File: config.mk
export PLATFORM = sky130hd
export DESIGN_NAME = game_top
export DESIGN_NICKNAME = d
export VERILOG_FILES = /design/src/hdl/game_geometry_pkg.sv /design/src/hdl/game_state_pkg.sv /design/src/hdl/game_sprite.sv /design/src/hdl/game_overlap.sv /design/src/hdl/game_end_timer.sv /design/src/hdl/game_master_fsm.sv /design/src/hdl/game_top.sv
export VERILOG_INCLUDE_DIRS = /design/src /design/src/hdl
export SDC_FILE = /design/constraint.sdc
export NUM_CORES = 1
export LEC_CHECK = 0
export BUFFER_PORTS_ARGS = -buffer_cell sky130_fd_sc_hd__buf_4
export CORE_MARGIN = 1
export CORE_UTILIZATION = 49
export CTS_BUF_LIST = sky130_fd_sc_hd__clkbuf_4 sky130_fd_sc_hd__clkbuf_8
export CTS_CLUSTER_DIAMETER = 80
export DETAILED_ROUTE_END_ITERATION = 6
export PLACE_DENSITY = 0.67
export SYNTH_ARGS = -nofsm -noshare
export SYNTH_HDL_FRONTEND = slang
export SYNTH_SLANG_ARGS = --single-unit
File: constraint.sdc
create_clock -name clk -period 5.9 [get_ports clk]
set_input_delay 0.59 -clock clk [delete_from_list [all_inputs] [get_ports clk]]
set_output_delay 0.59 -clock clk [all_outputs]
set_load 0.02 [all_outputs]
File: src/hdl/game_settings.svh
`ifndef GAME_SETTINGS_SVH
`define GAME_SETTINGS_SVH

// Playfield size in pixels.
`define SCREEN_W 640
`define SCREEN_H 480

// Target rectangle, a wide and flat ship.
`define TARGET_W 32
`define TARGET_H 16

// Torpedo rectangle, narrow and tall.
`define TORPEDO_W 8
`define TORPEDO_H 16

// Target enters at the left edge near the top of the screen.
`define TARGET_START_X 0
`define TARGET_START_Y 64

// Torpedo waits at the bottom, centred on the playfield.
`define TORPEDO_START_X 316
`define TORPEDO_START_Y 440

// Frame ticks that the result stays on show.
`define END_TIMER_FRAMES 8

`endif

File: src/hdl/game_geometry_pkg.sv
package game_geometry_pkg;

    // Top-left corner coordinate.
    // Signed, so a sprite that has left the screen stays representable.
    typedef logic signed [10:0] coord_t;

    // Step per frame on one axis.
    typedef logic signed [5:0] velocity_t;

    // Velocity on both axes.
    typedef struct packed
    {
        velocity_t dx;
        velocity_t dy;
    } velocity_xy_t;

    // Strobes from the master to one sprite engine.
    typedef struct packed
    {
        logic write_xy;
        logic write_dxy;
        logic enable_update;
    } sprite_ctrl_t;

    // Registered position reported by a sprite engine.
    typedef struct packed
    {
        coord_t x;
        coord_t y;
    } sprite_view_t;

endpackage

File: src/hdl/game_state_pkg.sv
package game_state_pkg;

    // Round state machine.
    typedef enum logic [2:0]
    {
        START_TARGET,
        WAIT_KEY,
        START_TORPEDO,
        WAIT_COLLISION,
        START_END_TIMER,
        GAME_WON,
        GAME_LOST
    } game_state_t;

    // Playfield status from the overlap detector.
    typedef struct packed
    {
        logic collision;
        logic target_on_screen;
        logic torpedo_on_screen;
    } game_status_t;

endpackage

File: src/hdl/game_sprite.sv
module game_sprite
    import game_geometry_pkg::*;
#(
    parameter coord_t START_X = '0,
    parameter coord_t START_Y = '0
)
(
    input  logic         clk,
    input  logic         reset,
    input  logic         frame_tick,
    input  sprite_ctrl_t ctrl,
    input  velocity_xy_t dxy,
    output sprite_view_t view
);

    sprite_view_t pos;
    velocity_xy_t vel;

    // Velocity register.
    // Loaded from the input while the master allows it.
    always_ff @(posedge clk or posedge reset)
    begin
        if (reset)
        begin
            vel <= '0;
        end
        else if (ctrl.write_dxy)
        begin
            vel <= dxy;
        end
    end

    // Position register.
    // A write of the start corner wins over a step.
    always_ff @(posedge clk or posedge reset)
    begin
        if (reset)
        begin
            pos.x <= START_X;
            pos.y <= START_Y;
        end
        else if (ctrl.write_xy)
        begin
            pos.x <= START_X;
            pos.y <= START_Y;
        end
        else if (ctrl.enable_update && frame_tick)
        begin
            // Velocity is sign-extended to the coordinate width.
            pos.x <= pos.x + vel.dx;
            pos.y <= pos.y + vel.dy;
        end
    end

    assign view = pos;

    // The master never restarts a sprite while it is moving it.
    a_no_write_while_moving : assert property
    (
        @(posedge clk) disable iff (reset)
        !(ctrl.write_xy && ctrl.enable_update)
    )
    else
        $error("Sprite write_xy and enable_update high together");

endmodule

File: src/hdl/game_overlap.sv
`include "game_settings.svh"

module game_overlap
    import game_geometry_pkg::*;
    import game_state_pkg::*;
#(
    parameter int TARGET_W  = 32,
    parameter int TARGET_H  = 16,
    parameter int TORPEDO_W = 8,
    parameter int TORPEDO_H = 16
)
(
    input  sprite_view_t target,
    input  sprite_view_t torpedo,
    output game_status_t status
);

    // True when the spans [a, a+a_len) and [b, b+b_len) share a pixel.
    function automatic logic spans_meet
    (
        coord_t a,
        int     a_len,
        coord_t b,
        int     b_len
    );
        return (int'(a) < int'(b) + b_len) && (int'(b) < int'(a) + a_len);
    endfunction

    // True when the span [pos, pos+len) lies within [0, limit).
    function automatic logic span_inside
    (
        coord_t pos,
        int     len,
        int     limit
    );
        return (int'(pos) >= 0) && (int'(pos) + len <= limit);
    endfunction

    // Rectangles meet when both axes overlap.
    assign status.collision =
           spans_meet(target.x, TARGET_W, torpedo.x, TORPEDO_W)
        && spans_meet(target.y, TARGET_H, torpedo.y, TORPEDO_H);

    assign status.target_on_screen =
           span_inside(target.x, TARGET_W, `SCREEN_W)
        && span_inside(target.y, TARGET_H, `SCREEN_H);

    assign status.torpedo_on_screen =
           span_inside(torpedo.x, TORPEDO_W, `SCREEN_W)
        && span_inside(torpedo.y, TORPEDO_H, `SCREEN_H);

endmodule

File: src/hdl/game_end_timer.sv
`include "game_settings.svh"

module game_end_timer
(
    input  logic clk,
    input  logic reset,
    input  logic frame_tick,
    input  logic start,
    output logic running
);

    localparam int COUNT_W = $clog2(`END_TIMER_FRAMES + 1);

    typedef logic [COUNT_W-1:0] frame_count_t;

    localparam frame_count_t LAST_FRAME = frame_count_t'(`END_TIMER_FRAMES - 1);

    frame_count_t frame_count;

    // Only ticks after the start cycle are counted.
    always_ff @(posedge clk or posedge reset)
    begin
        if (reset)
        begin
            running     <= 1'b0;
            frame_count <= '0;
        end
        else if (start)
        begin
            running     <= 1'b1;
            frame_count <= '0;
        end
        else if (running && frame_tick)
        begin
            if (frame_count == LAST_FRAME)
                running <= 1'b0;
            else
                frame_count <= frame_count + 1'b1;
        end
    end

    a_rise_after_start : assert property
    (
        @(posedge clk) disable iff (reset)
        $rose(running) |-> $past(start)
    )
    else
        $error("End timer started without a start pulse");

endmodule

File: src/hdl/game_master_fsm.sv
module game_master_fsm
    import game_geometry_pkg::*;
    import game_state_pkg::*;
(
    input  logic         clk,
    input  logic         reset,
    input  logic         key,
    input  game_status_t status,
    input  logic         timer_running,
    output sprite_ctrl_t target_ctrl,
    output sprite_ctrl_t torpedo_ctrl,
    output logic         timer_start,
    output logic         game_won
);

    game_state_t state;
    game_state_t next_state;
    logic        collision_q;
    logic        end_of_game;

    // Round ends on a hit or when either sprite leaves the playfield.
    assign end_of_game = status.collision
                      || !status.target_on_screen
                      || !status.torpedo_on_screen;

    // Collision seen in the last cycle decides won or lost.
    always_ff @(posedge clk or posedge reset)
    begin
        if (reset)
            collision_q <= 1'b0;
        else
            collision_q <= status.collision;
    end

    always_comb
    begin
        next_state = state;
        unique case (state)
            START_TARGET:
                next_state = WAIT_KEY;
            WAIT_KEY:
            begin
                // Firing takes priority over the end of the round.
                if (key)
                    next_state = START_TORPEDO;
                else if (end_of_game)
                    next_state = START_END_TIMER;
            end
            START_TORPEDO:
                next_state = WAIT_COLLISION;
            WAIT_COLLISION:
            begin
                if (end_of_game)
                    next_state = START_END_TIMER;
            end
            START_END_TIMER:
                next_state = collision_q ? GAME_WON : GAME_LOST;
            GAME_WON, GAME_LOST:
            begin
                if (!timer_running)
                    next_state = START_TARGET;
            end
            default:
                next_state = START_TARGET;
        endcase
    end

    always_ff @(posedge clk or posedge reset)
    begin
        if (reset)
            state <= START_TARGET;
        else
            state <= next_state;
    end

    // Strobes come from the state alone.
    assign target_ctrl.write_xy       = (state == START_TARGET);
    assign target_ctrl.write_dxy      = (state == START_TARGET);
    assign target_ctrl.enable_update  = (state == WAIT_KEY) || (state == WAIT_COLLISION);

    // Torpedo aim stays live in flight.
    assign torpedo_ctrl.write_xy      = (state == START_TARGET);
    assign torpedo_ctrl.write_dxy     = (state == WAIT_KEY) || (state == WAIT_COLLISION);
    assign torpedo_ctrl.enable_update = (state == WAIT_COLLISION);

    assign timer_start = (state == START_END_TIMER);
    assign game_won    = (state == GAME_WON);

    a_timer_start_pulse : assert property
    (
        @(posedge clk) disable iff (reset)
        timer_start |=> !timer_start
    )
    else
        $error("timer_start longer than one cycle");

    // The timer is already running when the win is shown.
    a_won_with_timer : assert property
    (
        @(posedge clk) disable iff (reset)
        $rose(game_won) |-> timer_running
    )
    else
        $error("game_won rose while the end timer was idle");

endmodule

File: src/hdl/game_top.sv
`include "game_settings.svh"

module game_top
    import game_geometry_pkg::*;
    import game_state_pkg::*;
(
    input  logic         clk,
    input  logic         reset,
    input  logic         key,
    input  logic         frame_tick,
    input  velocity_xy_t target_dxy,
    input  velocity_xy_t torpedo_dxy,
    output sprite_view_t target_view,
    output sprite_view_t torpedo_view,
    output logic         collision,
    output logic         game_won,
    output logic         end_timer_running
);

    sprite_ctrl_t target_ctrl;
    sprite_ctrl_t torpedo_ctrl;
    game_status_t status;
    logic         timer_start;

    game_sprite
    #(
        .START_X ( `TARGET_START_X ),
        .START_Y ( `TARGET_START_Y )
    )
    target_i
    (
        .clk        ( clk          ),
        .reset      ( reset        ),
        .frame_tick ( frame_tick   ),
        .ctrl       ( target_ctrl  ),
        .dxy        ( target_dxy   ),
        .view       ( target_view  )
    );

    game_sprite
    #(
        .START_X ( `TORPEDO_START_X ),
        .START_Y ( `TORPEDO_START_Y )
    )
    torpedo_i
    (
        .clk        ( clk          ),
        .reset      ( reset        ),
        .frame_tick ( frame_tick   ),
        .ctrl       ( torpedo_ctrl ),
        .dxy        ( torpedo_dxy  ),
        .view       ( torpedo_view )
    );

    game_overlap
    #(
        .TARGET_W  ( `TARGET_W  ),
        .TARGET_H  ( `TARGET_H  ),
        .TORPEDO_W ( `TORPEDO_W ),
        .TORPEDO_H ( `TORPEDO_H )
    )
    overlap_i
    (
        .target  ( target_view  ),
        .torpedo ( torpedo_view ),
        .status  ( status       )
    );

    game_master_fsm master_i
    (
        .clk           ( clk               ),
        .reset         ( reset             ),
        .key           ( key               ),
        .status        ( status            ),
        .timer_running ( end_timer_running ),
        .target_ctrl   ( target_ctrl       ),
        .torpedo_ctrl  ( torpedo_ctrl      ),
        .timer_start   ( timer_start       ),
        .game_won      ( game_won          )
    );

    game_end_timer end_timer_i
    (
        .clk        ( clk               ),
        .reset      ( reset             ),
        .frame_tick ( frame_tick        ),
        .start      ( timer_start       ),
        .running    ( end_timer_running )
    );

    assign collision = status.collision;

endmodule

==> summary.md, run 1 <==
Tightest hold margin: 0.396 ns. CTS saw 77 sinks. The tree is rooted in a sky130_fd_sc_hd__clkbuf_8. For this run, design rule violations remaining after detail routing come to 0. The number of setup buffers added after CTS is 0. The flow ran to the end, and the final reports show no timing, DRC or antenna violations. Synthesis handed over a netlist of 727 instances.

By startpoint and endpoint, the worst setup path is classified as flip-flop to output pin. Using the TritonRoute via totals, the vias-per-cell ratio works out to 5.71. Of the total power, the share spent switching nets is 47.8%. The worst hold path was traced through 3 stages.

The startpoint of the tightest hold check path was target_dxy[5]. For the final routed database, the setup TNS stands at 0 ns. The logs give 50.7% for the starting density of the core and 1.80 ns for the post-route worst setup slack. In the global route stage, overall resource usage came out at 25.7%. The tools report the start of the worst register-to-register path as torpedo_i.view[18].

The number of antenna violations at the first check in global routing is 0, and the highest net fanout along the worst path is 7. The worst-case IR drop observed on VDD is 0.247 mV. The clock tree synthesis step divided the H-tree into 3 levels. The end of the worst hold path was target_i.vel[5]. The final non-filler cell total is 973, and the post-cts gate resize count is 0.

The floorplan has 41 rows. The library cells used most frequently in the layout, excluding fill and tap cells, are sky130_fd_sc_hd__ha_1, sky130_fd_sc_hd__buf_4, sky130_fd_sc_hd__nand2_1. The final critical-path required period is 4.10 ns. After detailed placement, the design holds a cell count of 957. For the number of hold violations in the final report, the log shows 0. Final cycle utilization of the critical path: 69.5%. The number of design-rule violations left by the first detailed-router iteration is 317, and the insertion delay of the later-clocked pin in the worst-skew pair is 0.38 ns. Relative to the synthesized area, the layout overhead comes to 14.9%. Power share of the sequential group: 25.9%. The die width was 117 um. The depth of the most critical reg-to-reg path was 12; the power per unit of standard cell area was 595 nW/um^2. The worst setup path is captured at an output pin. From bottom edge to top edge, the die measures 117 um. The die covers 13,600 sq um. The clock tree buffer depth is 2, and the weighted congestion at the end of routability-driven global placement is 0.897.

The internal power consumption came out at 0.00230 W. The worst endpoint required time is 5.31 ns, and the post-synthesis instance area is 6450 sq um. The number of global-route vias before repair was 5,484. The tool flagged a number of max-cap violations equal to 0. Entering global routing, the biggest net connects 78 pins.

The logs give 916 for the number of nets in the final layout and 2.71 ns for the minimum setup slack among reg-to-reg paths. The most frequent standard cell in the layout excluding fill and tap cells is sky130_fd_sc_hd__ha_1. Measured against its own limit, the worst slew margin works out to 28.5%. Timing would allow up to 0.244 GHz. Yosys printed 0 warnings. The number of enable-type register cells in the synthesized netlist works out to 0.

The repair_antennas step left the layout with diodes totalling 0. Data on the critical path arrives at its endpoint at 3.51 ns. The total wire length is 16,100 um.

Setup repair after global routing left no endpoint under its margin. The design draws 0.00441 W. Hold repair after CTS inserted 0 buffers.

Clock-pin slew was measured on the worst setup and hold paths at 0.08 ns. The worst hold path belongs to the class input port to flip-flop. After synthesis, the share of flip-flops with an asynchronous set or reset is 100%. The flip-flop and latch count after synthesis was 77. The most critical setup path has its startpoint at torpedo_i.view[18].

The routed wire length per instance came out at 16.6 um. The number of clock buffers added by TritonCTS is 9. Quantity of I/O buffers inserted on ports: 74. Dividing the synthesized area by the synthesized cell count gives 8.87 sq um. In this run the critical register-to-register path is captured at master_i.state[1].

The total I/O pin count was 75. TritonCTS built the clock tree. For this run, the register share of the synthesized area comes to 30.1%.

The net count after synthesis is 847. The run gives 5,557 as the total vias in the final route. The tools report the type of origin of the critical path as a flip-flop. The detail route stage leaves a number of antenna-violating nets equal to 0. Per report_power, the combinational group accounts for 63.3% of the total. The final number of setup-violating endpoints came out at 0.

The clock network power share was 10.8%; the wire length of the first global-routing pass was 26,900 um. The worst clock skew was 0.00744 ns. The total overflow reported by the global router is 0. Fraction of final layout cells with drive strength greater than 1: 16.4%. Transition time at the pin with the least slew margin: 1.07 ns.

Worst slack at placement: 2.23 ns. Number of detailed-route iterations in the first pass: 4. The final number of max-transition violations is 0. In this run the static leakage power is 3.44 nW. The floorplan step defined a core boundary enclosing 12,700 sq um. The tools report the detailed placer's ending HPWL as 11,900 um. The top flip-flop cell by instance count after synthesis was sky130_fd_sc_hd__dfrtp_1. The distinct cell type count after synthesis came out at 70.

The analysis attributes to net switching a power of 0.00211 W.
through the flow:
stage	instance area, sq um	utilization [%]
after floorplan	6450	-
after global placement	7180	56.4
after detailed placement	7180	56.4
after CTS	7400	58.2
after global routing	7400	58.2
final	7400	58.2
registers in the layout (all words and copies together), names as in the netlist:
name	cells
target_i.view	22
torpedo_i.view	22
target_i.vel	12
torpedo_i.vel	12
end_timer_i.frame_count	4
master_i.state	3
end_timer_i.running	1
master_i.collision_q	1
worst max path at each step:
stage	slack (ns)	to
2_1_floorplan	2.46	collision
4_1_cts	1.78	collision
5_1_grt	1.60	collision
3_5_place_dp	2.23	collision
6_report	1.80	collision
3_3_place_gp	2.31	collision
power groups by stage:
stage | clock network (W) | logic (W) | registers (W)
3_5_place_dp | 0 | 0.00277 | 0.00115
2_1_floorplan | 0 | 0.00205 | 0.00113
4_1_cts | 0.000487 | 0.00280 | 0.00114
3_3_place_gp | 0 | 0.00271 | 0.00114
5_1_grt | 0.000506 | 0.00314 | 0.00119
6_report | 0.000474 | 0.00279 | 0.00114
cell families after synthesis:
family | share of synthesized area (%)
multiplexers | 2.56
XOR/XNOR | 6.79
buffers and inverters | 4.10
flip-flops | 30.1
AND/OR/NAND/NOR | 19.8
AO/OA/AOI/OAI | 18.1
adder cells (fa/ha/maj) | 18.5
per-layer routing:
layer / GRT usage [%] / share of wire, % / wire, um / vias to the layer above
met2: 45.2 / 49 / 7950 / 86
li1: - / - / - / 2766
met4: 8.78 / 1.7 / 270 / 0
met5: 0 / 0 / 0 / -
met1: 31.6 / 46 / 7340 / 2688
met3: 4.83 / 3.4 / 548 / 17
area by class of cell:
cell class | instances | area [sq um]
inverter | 46 | 173
sequential | 77 | 1940
clock inverter | 4 | 70.1
timing repair buffer | 80 | 601
multi-input combinational | 582 | 4250
fill | 1220 | 5320
tap | 172 | 215
clock buffer | 12 | 159
cell usage after synthesis, types with 3 or more instances:
master | n | area share [%]
sky130_fd_sc_hd__ha_1 | 88 | 17
sky130_fd_sc_hd__nand2_1 | 73 | 4.3
sky130_fd_sc_hd__dfrtp_1 | 66 | 26
sky130_fd_sc_hd__a21oi_1 | 52 | 4.0
sky130_fd_sc_hd__inv_1 | 45 | 2.6
sky130_fd_sc_hd__nor2_1 | 35 | 2.0
sky130_fd_sc_hd__nand3_1 | 31 | 2.4
sky130_fd_sc_hd__xnor2_1 | 28 | 3.8
sky130_fd_sc_hd__nor3_1 | 25 | 1.9
sky130_fd_sc_hd__xor2_1 | 22 | 3.0
sky130_fd_sc_hd__clkbuf_1 | 19 | 1.1
sky130_fd_sc_hd__o21ai_1 | 19 | 1.5
sky130_fd_sc_hd__a21o_1 | 18 | 2.1
sky130_fd_sc_hd__o21ai_0 | 18 | 1.4
sky130_fd_sc_hd__nand2b_1 | 15 | 1.5
sky130_fd_sc_hd__a31oi_1 | 12 | 1.2
sky130_fd_sc_hd__mux2_2 | 12 | 2.1
sky130_fd_sc_hd__dfstp_2 | 11 | 4.5
sky130_fd_sc_hd__nor2b_1 | 11 | 1.1
sky130_fd_sc_hd__nor3b_1 | 11 | 1.3
sky130_fd_sc_hd__o22ai_1 | 8 | 0.78
sky130_fd_sc_hd__a211oi_1 | 6 | 0.70
sky130_fd_sc_hd__o21bai_1 | 6 | 0.70
sky130_fd_sc_hd__or3_1 | 6 | 0.58
sky130_fd_sc_hd__and2_1 | 4 | 0.39
sky130_fd_sc_hd__fa_1 | 4 | 1.2
sky130_fd_sc_hd__nor4b_1 | 4 | 0.54
sky130_fd_sc_hd__o2111ai_1 | 4 | 0.54
sky130_fd_sc_hd__o211ai_1 | 4 | 0.47
sky130_fd_sc_hd__o21a_1 | 4 | 0.47
sky130_fd_sc_hd__or2_1 | 4 | 0.39
sky130_fd_sc_hd__a311oi_1 | 3 | 0.41
sky130_fd_sc_hd__and3_1 | 3 | 0.29
sky130_fd_sc_hd__mux2i_1 | 3 | 0.47
sky130_fd_sc_hd__nand3b_1 | 3 | 0.35
sky130_fd_sc_hd__nand4_1 | 3 | 0.29
sky130_fd_sc_hd__o31ai_1 | 3 | 0.35
sky130_fd_sc_hd__or4_1 | 3 | 0.35
critical path, stage by stage (launching register included):
cell	delay (ns)
sky130_fd_sc_hd__dfrtp_1	0.48
sky130_fd_sc_hd__and3_1	0.23
sky130_fd_sc_hd__and2_1	0.16
sky130_fd_sc_hd__nand3_1	0.08
sky130_fd_sc_hd__nand2_1	0.06
sky130_fd_sc_hd__ha_1	0.37
sky130_fd_sc_hd__or4b_4	0.48
sky130_fd_sc_hd__nor3_2	0.10
sky130_fd_sc_hd__or3b_1	0.13
sky130_fd_sc_hd__a21oi_1	0.04
sky130_fd_sc_hd__a311o_1	0.32
sky130_fd_sc_hd__nor4b_4	0.46
sky130_fd_sc_hd__buf_4	0.22
Power figures use the tool's default switching activity.
==> run 2, diff against run 1 <==
==> constraint.sdc (replaced) <==
create_clock -name clk -period 4.1 [get_ports clk]
set_input_delay 0.41 -clock clk [delete_from_list [all_inputs] [get_ports clk]]
set_output_delay 0.41 -clock clk [all_outputs]
set_load 0.02 [all_outputs]
==> run 2 against run 1 <==
Register-to-register slack lost 1.8 ns. Sequential power grew 44%. Total power grew 44%. Utilization grew 0.18 points. Sequential share of layout area shrank 0.079 points. Flip-flop and latch count is the same. Die area is the same. Non-clock buffer count grew 1. Critical path depth is the same. Combinational power grew 44%. Largest power group unchanged.
==> summary.md, run 2 (same netlist as run 1, synthesis figures left out) <==
The flow ran to the end, and the final reports show no timing, DRC or antenna violations. Setup violations remaining at the end of the flow were counted as 0. The analysis attributes to cell leakage a power of 3.45 nW. The worst setup path is launched from a flip-flop. Post-CTS setup repair buffer count: 0.

The run gives 2 as the clock tree buffer depth. The die covers 13,600 sq um. Clock-pin slew was measured on the worst setup and hold paths at 0.08 ns. Clock skew on the completed layout was measured at 0.00759 ns. In this run the power density over the cells is 857 nW/um^2. The transition time at the pin with the least slew margin came out at 1.16 ns. Entering global routing, the biggest net connects 37 pins. Adding up every negative setup slack in the final design gives 0 ns. The library cell used most frequently in the layout, excluding fill and tap cells, is sky130_fd_sc_hd__ha_1. The logs give 5,345 for the number of global-route vias before repair and 0 for the number of buffers inserted by hold repair at cts. Multi-input logic area: 4250 sq um. The switching power share of the total was 47.6%. The fraction of final layout cells with drive strength greater than 1 is 16.5%. The run gives 26,100 um as the wire length of the first global-routing pass. STA puts the critical path data required time at 3.69 ns.

Counting I/O delays and the setup requirement, the final critical path takes 3.95 ns. In the routed design, unresolved DRC markers number 0. Timing would allow up to 0.253 GHz.

The depth of the most critical reg-to-reg path is 12, and the internal power consumption is 0.00334 W. For this run, the share of the core covered by cells in the final layout is 58.4%. The logs give 1,185 for the layout filler cell count and 5 for the number of detailed-route iterations in the first pass. The quantity of I/O buffers inserted on ports was 74; the total I/O pin count was 75. The tools report the number of design-rule violations left by the first detailed-router iteration as 252. The floorplan step defined a core boundary enclosing 12,700 sq um. The run gives 0.00303 W as the net switching power. End point of the critical path: collision. At the later pin of the worst-skew pair, clock insertion delay measures 0.38 ns. The clock tree synthesis step divided the H-tree into 3 levels. The tree is rooted in a sky130_fd_sc_hd__clkbuf_8. The final cycle utilization of the critical path is 96.3%, and the worst ir drop on vdd is 0.460 mV. Sequential standard cell area: 1940 sq um. The floorplan has 41 rows.

The die is 117 um wide. The net count of the finished layout is 917. In this run the tightest slew margin relative to its limit is 22.2%.

The final layout contains routed wiring with a total length of 15,900 um. Setup repair after global routing left no endpoint under its margin. The run gives 0 as the number of antenna violations at the first check in global routing.

For this configuration, the core starts out at a cell density of 50.7%. The library cells used most frequently in the layout, excluding fill and tap cells, are sky130_fd_sc_hd__ha_1, sky130_fd_sc_hd__buf_4, sky130_fd_sc_hd__nand2_1. The tools report the remaining number of nets flagged by the antenna check after routing as 0.

OpenSTA, run right after detailed placement, puts the worst setup slack at 0.599 ns. The run gives 77 as the clock net sink count. The tools report the timing startpoint of the critical path as torpedo_i.view[17]. The CTS buffer count is 9, and the minimum setup slack among reg-to-reg paths is 0.88 ns.

Compared with the post-synthesis result, the final layout area differs by 15.2%. The routed via count divided by cell count is 5.65, and the number of antenna cells inserted is 0. The critical path start-end classification is flip-flop to output pin.

The final number of max-transition violations is 0. The tool flagged a number of max-cap violations equal to 0. Post-cts gate resize count: 0.

The start of the worst register-to-register path was torpedo_i.view[17]. At the end of routability-driven placement, the weighted congestion stood at 0.908. The combinational share of power was 63.0%; the vertical extent of the die was 117 um. Sequential cells account for 25.8% of the total power. Worst reg2reg path endpoint: master_i.state[1]. TritonCTS built the clock tree. Global routing used 24.8% of the available tracks. After layout, the worst setup slack is 0.150 ns. The tools report the nature of the critical path endpoint as an output pin. For this run the aggregate overflow at the end of global routing stands at 0. For the worst setup path, the data arrival time is 3.54 ns. After legalization and detailed placement, the total HPWL measured 12,000 um. The clock network power share is 11.2%. Along the worst path, the maximum fanout reaches 8. The worst hold-check path type was input port to asynchronous set/reset pin. The total vias in the final route was 5,505. The number of hold violations in the final report is 0. Routed wire length per instance: 16.3 um.
run 2: changes by cell type in the layout (fill, tap and decap cells not counted), sizes merged:
cell / change
buf: +1
clkbuf: +1
clkinv: -1
run 2: power by group through the flow:
stage / Combinational, W / Clock, W / Sequential (W)
final: 0.00401 / 0.000714 / 0.00164
after global routing: 0.00452 / 0.000749 / 0.00170
after CTS: 0.00401 / 0.000722 / 0.00164
after detailed placement: 0.00397 / 0 / 0.00166
after global placement: 0.00389 / 0 / 0.00164
after floorplan: 0.00294 / 0 / 0.00163
run 2: layout make-up:
type,instances,area share [%]
timing repair buffer,81,8.19
multi-input combinational,582,57.2
inverter,46,2.32
clock inverter,3,0.876
clock buffer,13,2.41
sequential,77,26.1
tap,172,2.90
run 2: worst max-delay path, stage by stage (launching register included):
cell and delay [ns]:
sky130_fd_sc_hd__dfrtp_1 0.49, sky130_fd_sc_hd__and3_1 0.23, sky130_fd_sc_hd__and2_1 0.16, sky130_fd_sc_hd__nand3_1 0.07
sky130_fd_sc_hd__nand2_1 0.06, sky130_fd_sc_hd__ha_1 0.37, sky130_fd_sc_hd__or4b_4 0.48, sky130_fd_sc_hd__nor3_2 0.10
sky130_fd_sc_hd__or3b_1 0.13, sky130_fd_sc_hd__a21oi_1 0.04, sky130_fd_sc_hd__a311o_1 0.32, sky130_fd_sc_hd__nor4b_4 0.47
sky130_fd_sc_hd__buf_4 0.22
run 2: routing by layer:
| layer | vias to the layer above | GRT usage [%] | routed length (um) |
|---|---|---|---|
| li1 | 2755 | - | - |
| met1 | 2610 | 31.7 | 7380 |
| met2 | 117 | 41.9 | 7560 |
| met3 | 23 | 4.31 | 622 |
| met4 | 0 | 9.54 | 305 |
| met5 | - | 0 | 0 |
run 2: worst min path at each step:
stage	start	endpoint	slack [ns]	depth (start not counted)
4_1_cts	reset	target_i.vel[7]	0.20	2
2_1_floorplan	target_i.vel[0]	target_i.vel[0]	0.45	2
5_1_grt	target_dxy[0]	target_i.vel[0]	0.20	3
6_report	reset	target_i.vel[7]	0.18	2
3_5_place_dp	target_i.vel[4]	target_i.vel[4]	0.47	2
3_3_place_gp	target_i.vel[0]	target_i.vel[0]	0.47	2
run 2: through the flow:
stage / cell area (sq um) / std cells / power [W] / hold slack, ns
2_1_floorplan: 6450 / 727 / 0.00458 / 0.450
3_3_place_gp: 7180 / 958 / 0.00553 / 0.474
3_5_place_dp: 7180 / 958 / 0.00563 / 0.470
4_1_cts: 7430 / 974 / 0.00637 / 0.201
5_1_grt: 7430 / 974 / 0.00697 / 0.201
6_report: 7430 / 974 / 0.00637 / 0.184
